`src/common/mdu_cfg_pkg.sv`:
```
package mdu_cfg_pkg;

    // data path width of the core, every operand and result uses it
    localparam int xlen = 64;

    // W-form operands live in the low half of a register
    localparam int half_xlen = 32;

    // accumulator of both iterative units holds a double-width value
    localparam int acc_w = 2 * xlen;

    // one iteration per operand bit, W forms included
    localparam int iter_count = xlen;

    // counter must reach iter_count itself, so 7 bits for 64
    localparam int cnt_w = 7;

    // The multiplier keeps the product in acc_w bits and the divider keeps
    // the partial remainder and quotient in the same width. Neither unit
    // terminates early, so the latency from start to done is fixed at
    // iter_count plus one cycle for the final sign correction.

    typedef logic [xlen-1:0] xword_t;

    typedef logic [acc_w-1:0] acc_t;

    typedef logic [cnt_w-1:0] cnt_t;

endpackage

```
`src/common/mdu_op_pkg.sv`:
```
package mdu_op_pkg;

    // operations in funct3 order, as they come out of the decoder
    typedef enum logic [3:0] {
        op_mul    = 4'd0,
        op_mulh   = 4'd1,
        op_mulhsu = 4'd2,
        op_mulhu  = 4'd3,
        op_div    = 4'd4,
        op_divu   = 4'd5,
        op_rem    = 4'd6,
        op_remu   = 4'd7
    } mdu_op_e;

    // divides and remainders go to the divider, the rest to the multiplier
    function automatic logic op_is_div(mdu_op_e op);
        return (op == op_div) || (op == op_divu) || (op == op_rem) || (op == op_remu);
    endfunction

    // mul treats a as unsigned since only the low half is returned
    function automatic logic op_a_signed(mdu_op_e op);
        return (op == op_mulh) || (op == op_mulhsu) || (op == op_div) || (op == op_rem);
    endfunction

    // mulhsu is the one operation with mixed signedness
    function automatic logic op_b_signed(mdu_op_e op);
        return (op == op_mulh) || (op == op_div) || (op == op_rem);
    endfunction

    // upper product half for the mulh forms, remainder for rem forms
    function automatic logic op_wants_high(mdu_op_e op);
        logic high;
        high = 1'b0;
        case (op)
            op_mulh, op_mulhsu, op_mulhu: high = 1'b1;
            op_rem, op_remu:              high = 1'b1;
            default:                      high = 1'b0;
        endcase
        return high;
    endfunction

endpackage

```
`src/divider/mdu_divider.sv`:
```
module mdu_divider (
    input  logic                         clk,
    input  logic                         rst,
    input  logic                         flush,
    input  logic                         start,
    input  logic [mdu_cfg_pkg::xlen-1:0] a_in,
    input  logic [mdu_cfg_pkg::xlen-1:0] b_in,
    input  logic                         a_signed,
    input  logic                         b_signed,
    output logic                         done,
    output logic [mdu_cfg_pkg::xlen-1:0] quotient,
    output logic [mdu_cfg_pkg::xlen-1:0] remainder
);
    import mdu_cfg_pkg::*;

    logic             busy;
    cnt_t             count;
    logic             step;
    logic             last;

    // upper half is the partial remainder, lower half the dividend
    // being shifted out while quotient bits are shifted in
    acc_t             acc;
    acc_t             divisor_sh;
    logic             quo_neg;
    logic             rem_neg;
    logic             div_zero;

    logic             a_neg;
    logic             b_neg;
    xword_t           a_mag;
    xword_t           b_mag;

    // one extra bit on the shifted value, the remainder can briefly
    // exceed 2^64 when the divisor is close to all ones
    logic [acc_w:0]   shifted;
    logic [acc_w+1:0] diff;

    xword_t           quo_raw;
    xword_t           rem_raw;

    assign a_neg = a_signed && a_in[xlen-1];
    assign b_neg = b_signed && b_in[xlen-1];
    assign a_mag = a_neg ? -a_in : a_in;
    assign b_mag = b_neg ? -b_in : b_in;

    assign step = busy && !flush && (count != cnt_t'(iter_count));
    assign last = busy && !flush && (count == cnt_t'(iter_count));

    assign shifted = {acc, 1'b0};
    assign diff    = {1'b0, shifted} - {2'b00, divisor_sh};

    assign quo_raw = acc[xlen-1:0];
    assign rem_raw = acc[acc_w-1:xlen];

    always_ff @(posedge clk) begin
        if (rst) begin
            busy  <= 1'b0;
            count <= '0;
            done  <= 1'b0;
        end else begin
            done <= 1'b0;
            if (start) begin
                busy  <= 1'b1;
                count <= '0;
            end else if (flush) begin
                busy <= 1'b0;
            end else if (last) begin
                busy <= 1'b0;
                done <= 1'b1;
            end else if (step) begin
                count <= count + 1'b1;
            end
        end
    end

    always_ff @(posedge clk) begin
        if (start) begin
            acc        <= {{xlen{1'b0}}, a_mag};
            divisor_sh <= {b_mag, {xlen{1'b0}}};
            quo_neg    <= a_neg ^ b_neg;
            rem_neg    <= a_neg;
            div_zero   <= (b_in == '0);
        end else if (step) begin
            // restore by keeping the plain shift when the subtraction borrows
            if (!diff[acc_w+1]) begin
                acc <= {diff[acc_w-1:1], 1'b1};
            end else begin
                acc <= shifted[acc_w-1:0];
            end
        end
    end

    // most negative / -1 falls out of the magnitude path: 2^63 negated is itself
    always_ff @(posedge clk) begin
        if (last) begin
            if (div_zero) begin
                quotient <= '1;
            end else begin
                quotient <= quo_neg ? -quo_raw : quo_raw;
            end
            // a zero divisor leaves |a| here, so the correction restores a
            remainder <= rem_neg ? -rem_raw : rem_raw;
        end
    end

endmodule

```
`src/multiplier/mdu_multiplier.sv`:
```
module mdu_multiplier (
    input  logic                         clk,
    input  logic                         rst,
    input  logic                         flush,
    input  logic                         start,
    input  logic [mdu_cfg_pkg::xlen-1:0] a_in,
    input  logic [mdu_cfg_pkg::xlen-1:0] b_in,
    input  logic                         a_signed,
    input  logic                         b_signed,
    output logic                         done,
    output logic [mdu_cfg_pkg::xlen-1:0] prod_lo,
    output logic [mdu_cfg_pkg::xlen-1:0] prod_hi
);
    import mdu_cfg_pkg::*;

    logic          busy;
    cnt_t          count;
    logic          step;
    logic          last;

    // multiplier bits sit in the low half and are consumed from bit 0,
    // partial products build up in the high half
    acc_t          acc;
    xword_t        mcand;
    logic          neg;

    logic          a_neg;
    logic          b_neg;
    xword_t        a_mag;
    xword_t        b_mag;
    logic [xlen:0] sum;
    acc_t          acc_fin;

    assign a_neg = a_signed && a_in[xlen-1];
    assign b_neg = b_signed && b_in[xlen-1];
    assign a_mag = a_neg ? -a_in : a_in;
    assign b_mag = b_neg ? -b_in : b_in;

    assign step = busy && !flush && (count != cnt_t'(iter_count));
    assign last = busy && !flush && (count == cnt_t'(iter_count));

    // carry out of the add goes into the top bit on the shift
    assign sum = {1'b0, acc[acc_w-1:xlen]} + (acc[0] ? {1'b0, mcand} : {(xlen + 1){1'b0}});

    assign acc_fin = neg ? -acc : acc;

    always_ff @(posedge clk) begin
        if (rst) begin
            busy  <= 1'b0;
            count <= '0;
            done  <= 1'b0;
        end else begin
            done <= 1'b0;
            if (start) begin
                busy  <= 1'b1;
                count <= '0;
            end else if (flush) begin
                busy <= 1'b0;
            end else if (last) begin
                busy <= 1'b0;
                done <= 1'b1;
            end else if (step) begin
                count <= count + 1'b1;
            end
        end
    end

    always_ff @(posedge clk) begin
        if (start) begin
            mcand <= a_mag;
            acc   <= {{xlen{1'b0}}, b_mag};
            neg   <= a_neg ^ b_neg;
        end else if (step) begin
            acc <= {sum, acc[xlen-1:1]};
        end
    end

    // sign is applied once over the full 128-bit product
    always_ff @(posedge clk) begin
        if (last) begin
            prod_lo <= acc_fin[xlen-1:0];
            prod_hi <= acc_fin[acc_w-1:xlen];
        end
    end

endmodule

```
`src/verilog/mdu_ctrl.sv`:
```
module mdu_ctrl (
    input  logic                         clk,
    input  logic                         rst,
    input  logic                         req_valid,
    output logic                         req_ready,
    input  mdu_op_pkg::mdu_op_e          op,
    input  logic                         word,
    input  logic [mdu_cfg_pkg::xlen-1:0] a,
    input  logic [mdu_cfg_pkg::xlen-1:0] b,
    input  logic                         flush,
    output logic                         mul_start,
    output logic                         div_start,
    output logic [mdu_cfg_pkg::xlen-1:0] unit_a,
    output logic [mdu_cfg_pkg::xlen-1:0] unit_b,
    output logic                         a_signed,
    output logic                         b_signed,
    input  logic                         mul_done,
    input  logic [mdu_cfg_pkg::xlen-1:0] prod_lo,
    input  logic [mdu_cfg_pkg::xlen-1:0] prod_hi,
    input  logic                         div_done,
    input  logic [mdu_cfg_pkg::xlen-1:0] quotient,
    input  logic [mdu_cfg_pkg::xlen-1:0] remainder,
    output logic                         resp_valid,
    output logic [mdu_cfg_pkg::xlen-1:0] result
);
    import mdu_cfg_pkg::*;
    import mdu_op_pkg::*;

    localparam int ext_w = xlen - half_xlen;

    logic    busy;
    mdu_op_e op_q;
    logic    word_q;
    logic    accept;
    logic    done_any;
    logic    capture;
    xword_t  pick;
    xword_t  res_fmt;
    logic    a_fill;
    logic    b_fill;

    // only one request in flight, ready is simply the idle state
    assign req_ready = !busy;
    assign accept    = req_valid && !busy;

    assign a_signed = op_a_signed(op);
    assign b_signed = op_b_signed(op);

    assign mul_start = accept && !op_is_div(op);
    assign div_start = accept && op_is_div(op);

    // W forms see only the low word, extended by the op's signedness
    assign a_fill = a_signed && a[half_xlen-1];
    assign b_fill = b_signed && b[half_xlen-1];

    assign unit_a = word ? {{ext_w{a_fill}}, a[half_xlen-1:0]} : a;
    assign unit_b = word ? {{ext_w{b_fill}}, b[half_xlen-1:0]} : b;

    assign done_any = mul_done || div_done;
    assign capture  = busy && done_any && !flush;

    always_comb begin
        if (op_is_div(op_q)) begin
            pick = op_wants_high(op_q) ? remainder : quotient;
        end else begin
            pick = op_wants_high(op_q) ? prod_hi : prod_lo;
        end
    end

    // 32-bit results are always sign-extended, including divuw and remuw
    assign res_fmt = word_q ? {{ext_w{pick[half_xlen-1]}}, pick[half_xlen-1:0]} : pick;

    always_ff @(posedge clk) begin
        if (rst) begin
            busy       <= 1'b0;
            resp_valid <= 1'b0;
        end else begin
            resp_valid <= 1'b0;
            if (accept) begin
                busy <= 1'b1;
            end else if (flush) begin
                busy <= 1'b0;
            end else if (capture) begin
                resp_valid <= 1'b1;
            end else if (resp_valid) begin
                // ready comes back one edge after the response pulse
                busy <= 1'b0;
            end
        end
    end

    always_ff @(posedge clk) begin
        if (accept) begin
            op_q   <= op;
            word_q <= word;
        end
        if (capture) begin
            result <= res_fmt;
        end
    end

endmodule

```
`src/verilog/mdu_top.sv`:
```
module mdu_top (
    input  logic                         clk,
    input  logic                         rst,
    input  logic                         req_valid,
    output logic                         req_ready,
    input  mdu_op_pkg::mdu_op_e          op,
    input  logic                         word,
    input  logic [mdu_cfg_pkg::xlen-1:0] a,
    input  logic [mdu_cfg_pkg::xlen-1:0] b,
    input  logic                         flush,
    output logic                         resp_valid,
    output logic [mdu_cfg_pkg::xlen-1:0] result
);
    import mdu_cfg_pkg::*;

    logic   mul_start;
    logic   div_start;
    xword_t unit_a;
    xword_t unit_b;
    logic   a_signed;
    logic   b_signed;
    logic   mul_done;
    xword_t prod_lo;
    xword_t prod_hi;
    logic   div_done;
    xword_t quotient;
    xword_t remainder;

    mdu_ctrl ctrl0 (
        .clk, .rst, .req_valid, .req_ready, .op, .word, .a, .b, .flush,
        .mul_start, .div_start, .unit_a, .unit_b, .a_signed, .b_signed,
        .mul_done, .prod_lo, .prod_hi, .div_done, .quotient, .remainder,
        .resp_valid, .result
    );

    // both units see the flush, only the started one is busy anyway
    mdu_multiplier mul0 (
        .clk, .rst, .flush, .start(mul_start),
        .a_in(unit_a), .b_in(unit_b), .a_signed, .b_signed,
        .done(mul_done), .prod_lo, .prod_hi
    );

    mdu_divider div0 (
        .clk, .rst, .flush, .start(div_start),
        .a_in(unit_a), .b_in(unit_b), .a_signed, .b_signed,
        .done(div_done), .quotient, .remainder
    );

endmodule
```
`config.mk`:
```
export PLATFORM = sky130hd
export DESIGN_NAME = mdu_top
export DESIGN_NICKNAME = d
export VERILOG_FILES = /design/src/common/mdu_cfg_pkg.sv /design/src/common/mdu_op_pkg.sv /design/src/divider/mdu_divider.sv /design/src/multiplier/mdu_multiplier.sv /design/src/verilog/mdu_ctrl.sv /design/src/verilog/mdu_top.sv
export SDC_FILE = /design/constraint.sdc
export NUM_CORES = 2
export LEC_CHECK = 0
export BUFFER_PORTS_ARGS = -buffer_cell sky130_fd_sc_hd__buf_2
export CAP_MARGIN = 0
export CORE_UTILIZATION = 57
export DETAILED_ROUTE_END_ITERATION = 16
export HOLD_SLACK_MARGIN = 0.1
export PLACE_DENSITY = 0.78
export SYNTH_ARGS = -nofsm -noshare
export SYNTH_HDL_FRONTEND = slang
export SYNTH_SLANG_ARGS = --single-unit
```
`constraint.sdc`:
```
create_clock -name clk -period 13.1 [get_ports clk]
set_clock_uncertainty 0.1 [all_clocks]
set_input_delay 2.62 -clock clk [delete_from_list [all_inputs] [get_ports clk]]
set_output_delay 2.62 -clock clk [all_outputs]
set_load 0.01 [all_outputs]
```
Word-level counts from Yosys, hierarchy flattened:

Cells that the tools add are included.

* bits in registers: 733
* memories: 0
* bits in latches: 0
* bits in writable memories: 0
* bits in read-only memories: 0
* input bits: 137

* reduce and logical (&&, ||, !) cells: 45
* $mul: 0
* shift-type cells: 0
* magnitude comparators: 0
* bitwise logic cells: 4
* muxes and demuxes: 33
* divide/modulo/power cells: 0
* eq/ne operators: 18
* add/sub/neg operators: 9

Operators with widths (count)
* $mux 64: 15
* $mux 128: 2
* $neg 64->64: 4
* $sub 129x128->130: 1
* $neg 128->128: 1
* $add 64x64->65: 1
* $logic_not 64->1: 1
* $eq 4x3->1 const B: 8
* $mux 1: 16
* $logic_and 1x1->1: 15
* $add 7x1->7 const B: 2
* $eq 7x7->1 const B: 2
* $ne 7x7->1 const B: 2
* $eq 4x2->1 const B: 3
* $logic_or 1x1->1: 12
* $reduce_bool 3->1: 3
* $reduce_or 3->1: 3
* $eq 4x1->1 const B: 2
* $reduce_and 3->1: 2
* $reduce_or 5->1: 1
* $reduce_bool 2->1: 2
* $reduce_or 2->1: 2
* $logic_not 1->1: 3
* $ne 3x2->1 const B: 1
* other kinds (3): 5

Depth between registers and ports, before layout:

* word-level depth: 9
* mapped depth: 16
* gate-level depth less buffers: 15

Modules after synthesis:

A second synthesis with hierarchy kept.

* cells, all modules: 5281
* area total of the unflattened synthesis: 48253.8 um^2

By module, submodules not included
* mdu_divider: area an instance 21209.1 um^2, sequential area each 9238.9 um^2, cells an instance 2335, instances 1
* mdu_multiplier: area an instance 20637.3 um^2, sequential area each 9178.8 um^2, cells an instance 2172, instances 1
* mdu_ctrl: area an instance 6407.4 um^2, sequential area each 2112.0 um^2, cells an instance 774, instances 1

Worst setup path before layout:

Ideal clock, no wire load.

* kind: input port to flip-flop
* start point: in flush
* end point: reg div0.quotient[0] (netlist name), enable pin
* data arrival time: 11952 ps
* cell stages on the path: 1
* path buffers: 0
* setup slack: 245 ps
* cells stage by stage: nor3b_1

* word-level cells in the longest chain between the ends: 3

RTL lines
* start, declared: RTL line mdu_top.sv:10 `input logic flush,`
* $logic_not 1->1: RTL line mdu_divider.sv:48 `assign last = busy && !flush && (count == cnt_t'(iter_count));`
* $logic_and 1x1->1 (2 in a row): RTL line mdu_divider.sv:48
* end signal, assigned: RTL line mdu_divider.sv:100 `quotient <= quo_neg ? -quo_raw : quo_raw;`
* end, declared: RTL line mdu_divider.sv:11 `output logic [mdu_cfg_pkg::xlen-1:0] quotient,`

Every way passes these cells.
A chain may end at the register's enable or synchronous reset.

Final worst setup path:

* start point: in a[16] (netlist name)
* end point: reg div0.acc[63] (data pin)

* word-level cells in the longest chain between the ends: 4

RTL lines
* start, declared: RTL line mdu_top.sv:8 `input logic [mdu_cfg_pkg::xlen-1:0] a,`
* $mux 64: RTL line mdu_ctrl.sv:56 `assign unit_a = word ? {{ext_w{a_fill}}, a[half_xlen-1:0]} : a;`
* $neg 64->64: RTL line mdu_divider.sv:44 `assign a_mag = a_neg ? -a_in : a_in;`
* $mux 64: RTL line mdu_divider.sv:44
* named net div0.a_mag[63]: RTL line mdu_divider.sv:31 `xword_t a_mag;`
* $mux 64: RTL line mdu_divider.sv:78 `if (start) begin`
* end signal, assigned: RTL line mdu_divider.sv:79 `acc <= {{xlen{1'b0}}, a_mag};`
* end signal, assigned: RTL line mdu_divider.sv:87 `acc <= {diff[acc_w-1:1], 1'b1};`
* end signal, assigned: RTL line mdu_divider.sv:89 `acc <= shifted[acc_w-1:0];`
* end, declared: RTL line mdu_divider.sv:23 `acc_t acc;`

The timed path passes the listed nets, and every way through them passes these cells.

==> results.rst <==
.. list-table::
   :header-rows: 1

   * - Metric
     - Value
   * - Worst-case vdd ir drop
     - 108 uV
   * - Layout Cells excl Fill
     - 5904
   * - Nature of the critical path startpoint
     - primary input
   * - Wire per inst
     - around 22 um
   * - Worst relative slew slack
     - 11.3%
   * - Clock tree from TritonCTS
     - yes
   * - Total routed wirelength
     - 133 mm
   * - RSZ-0062 raised after global routing
     - false
   * - Arrival time of data at the critical path endpoint
     - between 6000 and 7000 ps
   * - Pin count of the biggest net entering global routing
     - 130
   * - Placeable core region
     - 0.0765 mm^2
   * - Post-CTS setup buffer count
     - 0
   * - Count of warnings emitted by yosys
     - 0
   * - Nets@finish
     - 5085
   * - Vias in the first global route
     - 34.3k
   * - Cells after DPL
     - about 5.8k
   * - Sequential-to-total area share from yosys stat
     - 46.2%
   * - Root buffer cell
     - sky130_fd_sc_hd__clkbuf_16
   * - Overflow left after global routing
     - 0
   * - Post-synthesis to final-layout area growth
     - 10.0%
   * - Synthesized flop and latch total
     - 733
   * - Setup slack at placement
     - 6230 ps
   * - DR vias/cell
     - 6.28
   * - Worst hold path type
     - reg2reg
   * - Worst endpoint required time
     - ~13000 ps
   * - Commonest cells after routing, fill and taps aside
     - sky130_fd_sc_hd__nand2_1, sky130_fd_sc_hd__edfxtp_1, sky130_fd_sc_hd__a21oi_1
   * - Global-route wire length before repair
     - 200 mm
   * - Number of enable flip-flop cells after synthesis
     - between 500 and 600
   * - Max-slew violations
     - 0
   * - CTS H-tree depth
     - 3
   * - Via count
     - 37.1k
   * - Die area
     - 0.0790 mm^2
   * - Post-cts sizing count
     - 0
   * - Max-cap viol count
     - 0
   * - Overall Global Routing Usage
     - 33.0%
   * - Number of antenna-violating nets in the routed design
     - 0
   * - Nets in the synthesized netlist
     - 5003
   * - Count of final setup violators
     - 0
   * - Classification of the worst setup path
     - in2reg
   * - Async set or reset register ratio after synthesis
     - 0%
   * - Die Wd
     - 281 um
   * - Setup_tns
     - 0 ps
   * - Actual slew at the worst max-slew pin
     - 1320 ps
   * - Share of final-layout standard cells stronger than drive strength 1
     - 9.70%
   * - Gpl congestion
     - 1.03
   * - Die height
     - 281 um
   * - Synth Area per Inst
     - 9.40 um^2
   * - Clock buffer count from CTS
     - slightly below 80
   * - Maximum achievable frequency
     - 159 MHz
   * - Part of the cycle the worst path needs
     - 47.9%
   * - Post-layout minimum cycle time
     - around 6300 ps
   * - Detailed placement HPWL
     - 96.8 mm
   * - Total of buffers placed on input and output ports
     - slightly above 200
   * - Post-synthesis cell area
     - around 0.044 mm^2
   * - Fraction of the core area covered by cells at the end of the flow
     - 63.9%
   * - Power Dens Cells
     - ~130 mW/mm^2
   * - Detailed router's first-iteration violation count
     - 4240
   * - Smallest setup slack after layout
     - 6820 ps
   * - Initial antenna violation count
     - 3
   * - Clock slew at the register clock pins of the worst setup and hold paths
     - 60 ps
   * - I/O pin count
     - 203
   * - Diode insertion count for antenna repair
     - 0
   * - Number of hold buffers added after cts
     - 0
   * - Reported leakage power
     - between 15 and 20 nW
   * - WHS
     - 379 ps
   * - Count of unique library cells instantiated by Yosys
     - 74
   * - Placement Rows
     - 101
   * - Clock Path Buffers
     - 3
   * - Outcome
     - finished clean
   * - TritonCTS Sinks
     - roughly 730
   * - Insertion delay to the later sink of the worst-skew pair
     - 630 ps
   * - Initial core utilization
     - about three fifths
   * - Endpoint class of the critical path
     - register
   * - Number of detailed-routing iterations run before antenna repair
     - 7
   * - Leading register cell type out of synthesis
     - sky130_fd_sc_hd__edfxtp_1
   * - Count of endpoints failing hold in the final timing report
     - 0
   * - Gate Count Post-Synth
     - 4727
   * - Most common cell after layout, fill and taps aside
     - sky130_fd_sc_hd__nand2_1
   * - Residual DRC count
     - 0
   * - Largest driver fanout on the critical path
     - 6
==> area by class of cell <==
class	instances	area (um^2)
Tap cell	1030	1290
Sequential cell	733	20500
Inverter	143	544
Clock buffer	107	2180
Timing Repair Buffer	241	1320
Clock inverter	39	475
Fill cell	6190	27600
Multi-Input combinational cell	3611	22500
==> sequential cells by signal, summed over array words and instances, names as in the netlist, 4 cells and up <==
signal / cells
ctrl0.op_q: 4
ctrl0.result: 64
div0.acc: 128
div0.count: 7
div0.divisor_sh: 64
div0.quotient: 64
div0.remainder: 64
mul0.acc: 128
mul0.count: 7
mul0.mcand: 64
mul0.prod_hi: 64
mul0.prod_lo: 64
==> report_power, final <==
| part | internal [mW] | total, mW | switching [mW] |
|---|---|---|---|
| clock network | 1.36 | 2.31 | 0.957 |
| registers | 2.67 | 2.83 | 0.166 |
| logic | 0.509 | 1.34 | 0.826 |
==> through the flow <==
step	instance area [um^2]	power (mW)
2_1_floorplan	44400	3.77
3_3_place_gp	46200	4.15
3_5_place_dp	46200	4.17
4_1_cts	48900	6.47
5_1_grt	48900	6.71
6_report	48900	6.48
==> path summary, 6_finish.rpt <==
kind,from,depth (start not counted),to,slack [ps]
max reg2reg,mul0.acc[0],12,mul0.prod_hi[51],7350
min,div0.count[1],2,div0.count[1],380
min reg2reg,div0.count[1],2,div0.count[1],380
max,a[16],12,div0.acc[63],6820
==> routing by layer <==
layer | up-vias | track usage [%] | wire (um)
met2 | 1869 | 54.2 | 62700
met4 | 2 | 17.5 | 7720
li1 | 17300 | - | -
met3 | 345 | 4.47 | 10600
met5 | - | 0 | 13
met1 | 17600 | 42.4 | 51800
==> cell usage after synthesis (all sizes together) (4+ instances only) <==
master	number	area share [%]
mux2	48	1.2
a21oi	413	4.7
and4	4	0.079
and3	24	0.34
clkbuf	206	1.7
a31oi	29	0.41
dfxtp	148	6.7
o221ai	4	0.079
a41oi	7	0.14
o21a	30	0.51
o21bai	31	0.52
nand2	753	6.4
ha	137	3.9
o211ai	15	0.25
nand2b	29	0.41
edfxtp	585	40
o41ai	52	1.0
nand3	58	0.65
a221oi	6	0.12
or2	30	0.42
nand3b	10	0.17
o22ai	7	0.099
a22o	5	0.099
nor4	52	0.78
xor2	156	3.1
nor4b	4	0.079
nor3b	6	0.10
and2	77	1.1
o21ai	303	3.4
buf	34	0.29
a211o	4	0.079
nor3	86	0.97
nor2b	16	0.23
a211oi	59	1.0
xnor2	303	6.0
inv	143	1.2
nand4	43	0.61
or4	63	1.1
nand4b	5	0.099
mux2i	131	3.0
a21o	77	1.3
a21boi	9	0.15
o31ai	90	1.5
or3	65	0.96
nor2	334	2.8
==> worst max-delay path, stage by stage <==
cell	delay, ps
sky130_fd_sc_hd__buf_2	110
sky130_fd_sc_hd__or4_1	600
sky130_fd_sc_hd__or4_1	490
sky130_fd_sc_hd__nor4_2	440
sky130_fd_sc_hd__nand2_1	290
sky130_fd_sc_hd__or3_1	440
sky130_fd_sc_hd__nor2_1	270
sky130_fd_sc_hd__o211ai_1	160
sky130_fd_sc_hd__or3_1	400
sky130_fd_sc_hd__or4b_1	510
sky130_fd_sc_hd__a21oi_1	190
sky130_fd_sc_hd__mux2_2	170
==> kinds of logic (layout without fill, tap and decap cells) <==
logic type | count (synthesis) | count (layout) | synth area share (%)
AND/OR/NAND/NOR | 1663 | 1663 | 17.3
adder cells (fa/ha/maj) | 139 | 139 | 3.95
buffers and inverters | 383 | 530 | 3.24
flip-flops | 733 | 733 | 46.2
XOR/XNOR | 459 | 459 | 9.05
multiplexers | 179 | 179 | 4.17
AO/OA/AOI/OAI | 1171 | 1171 | 16.0
(Power assumes the default switching activity.)
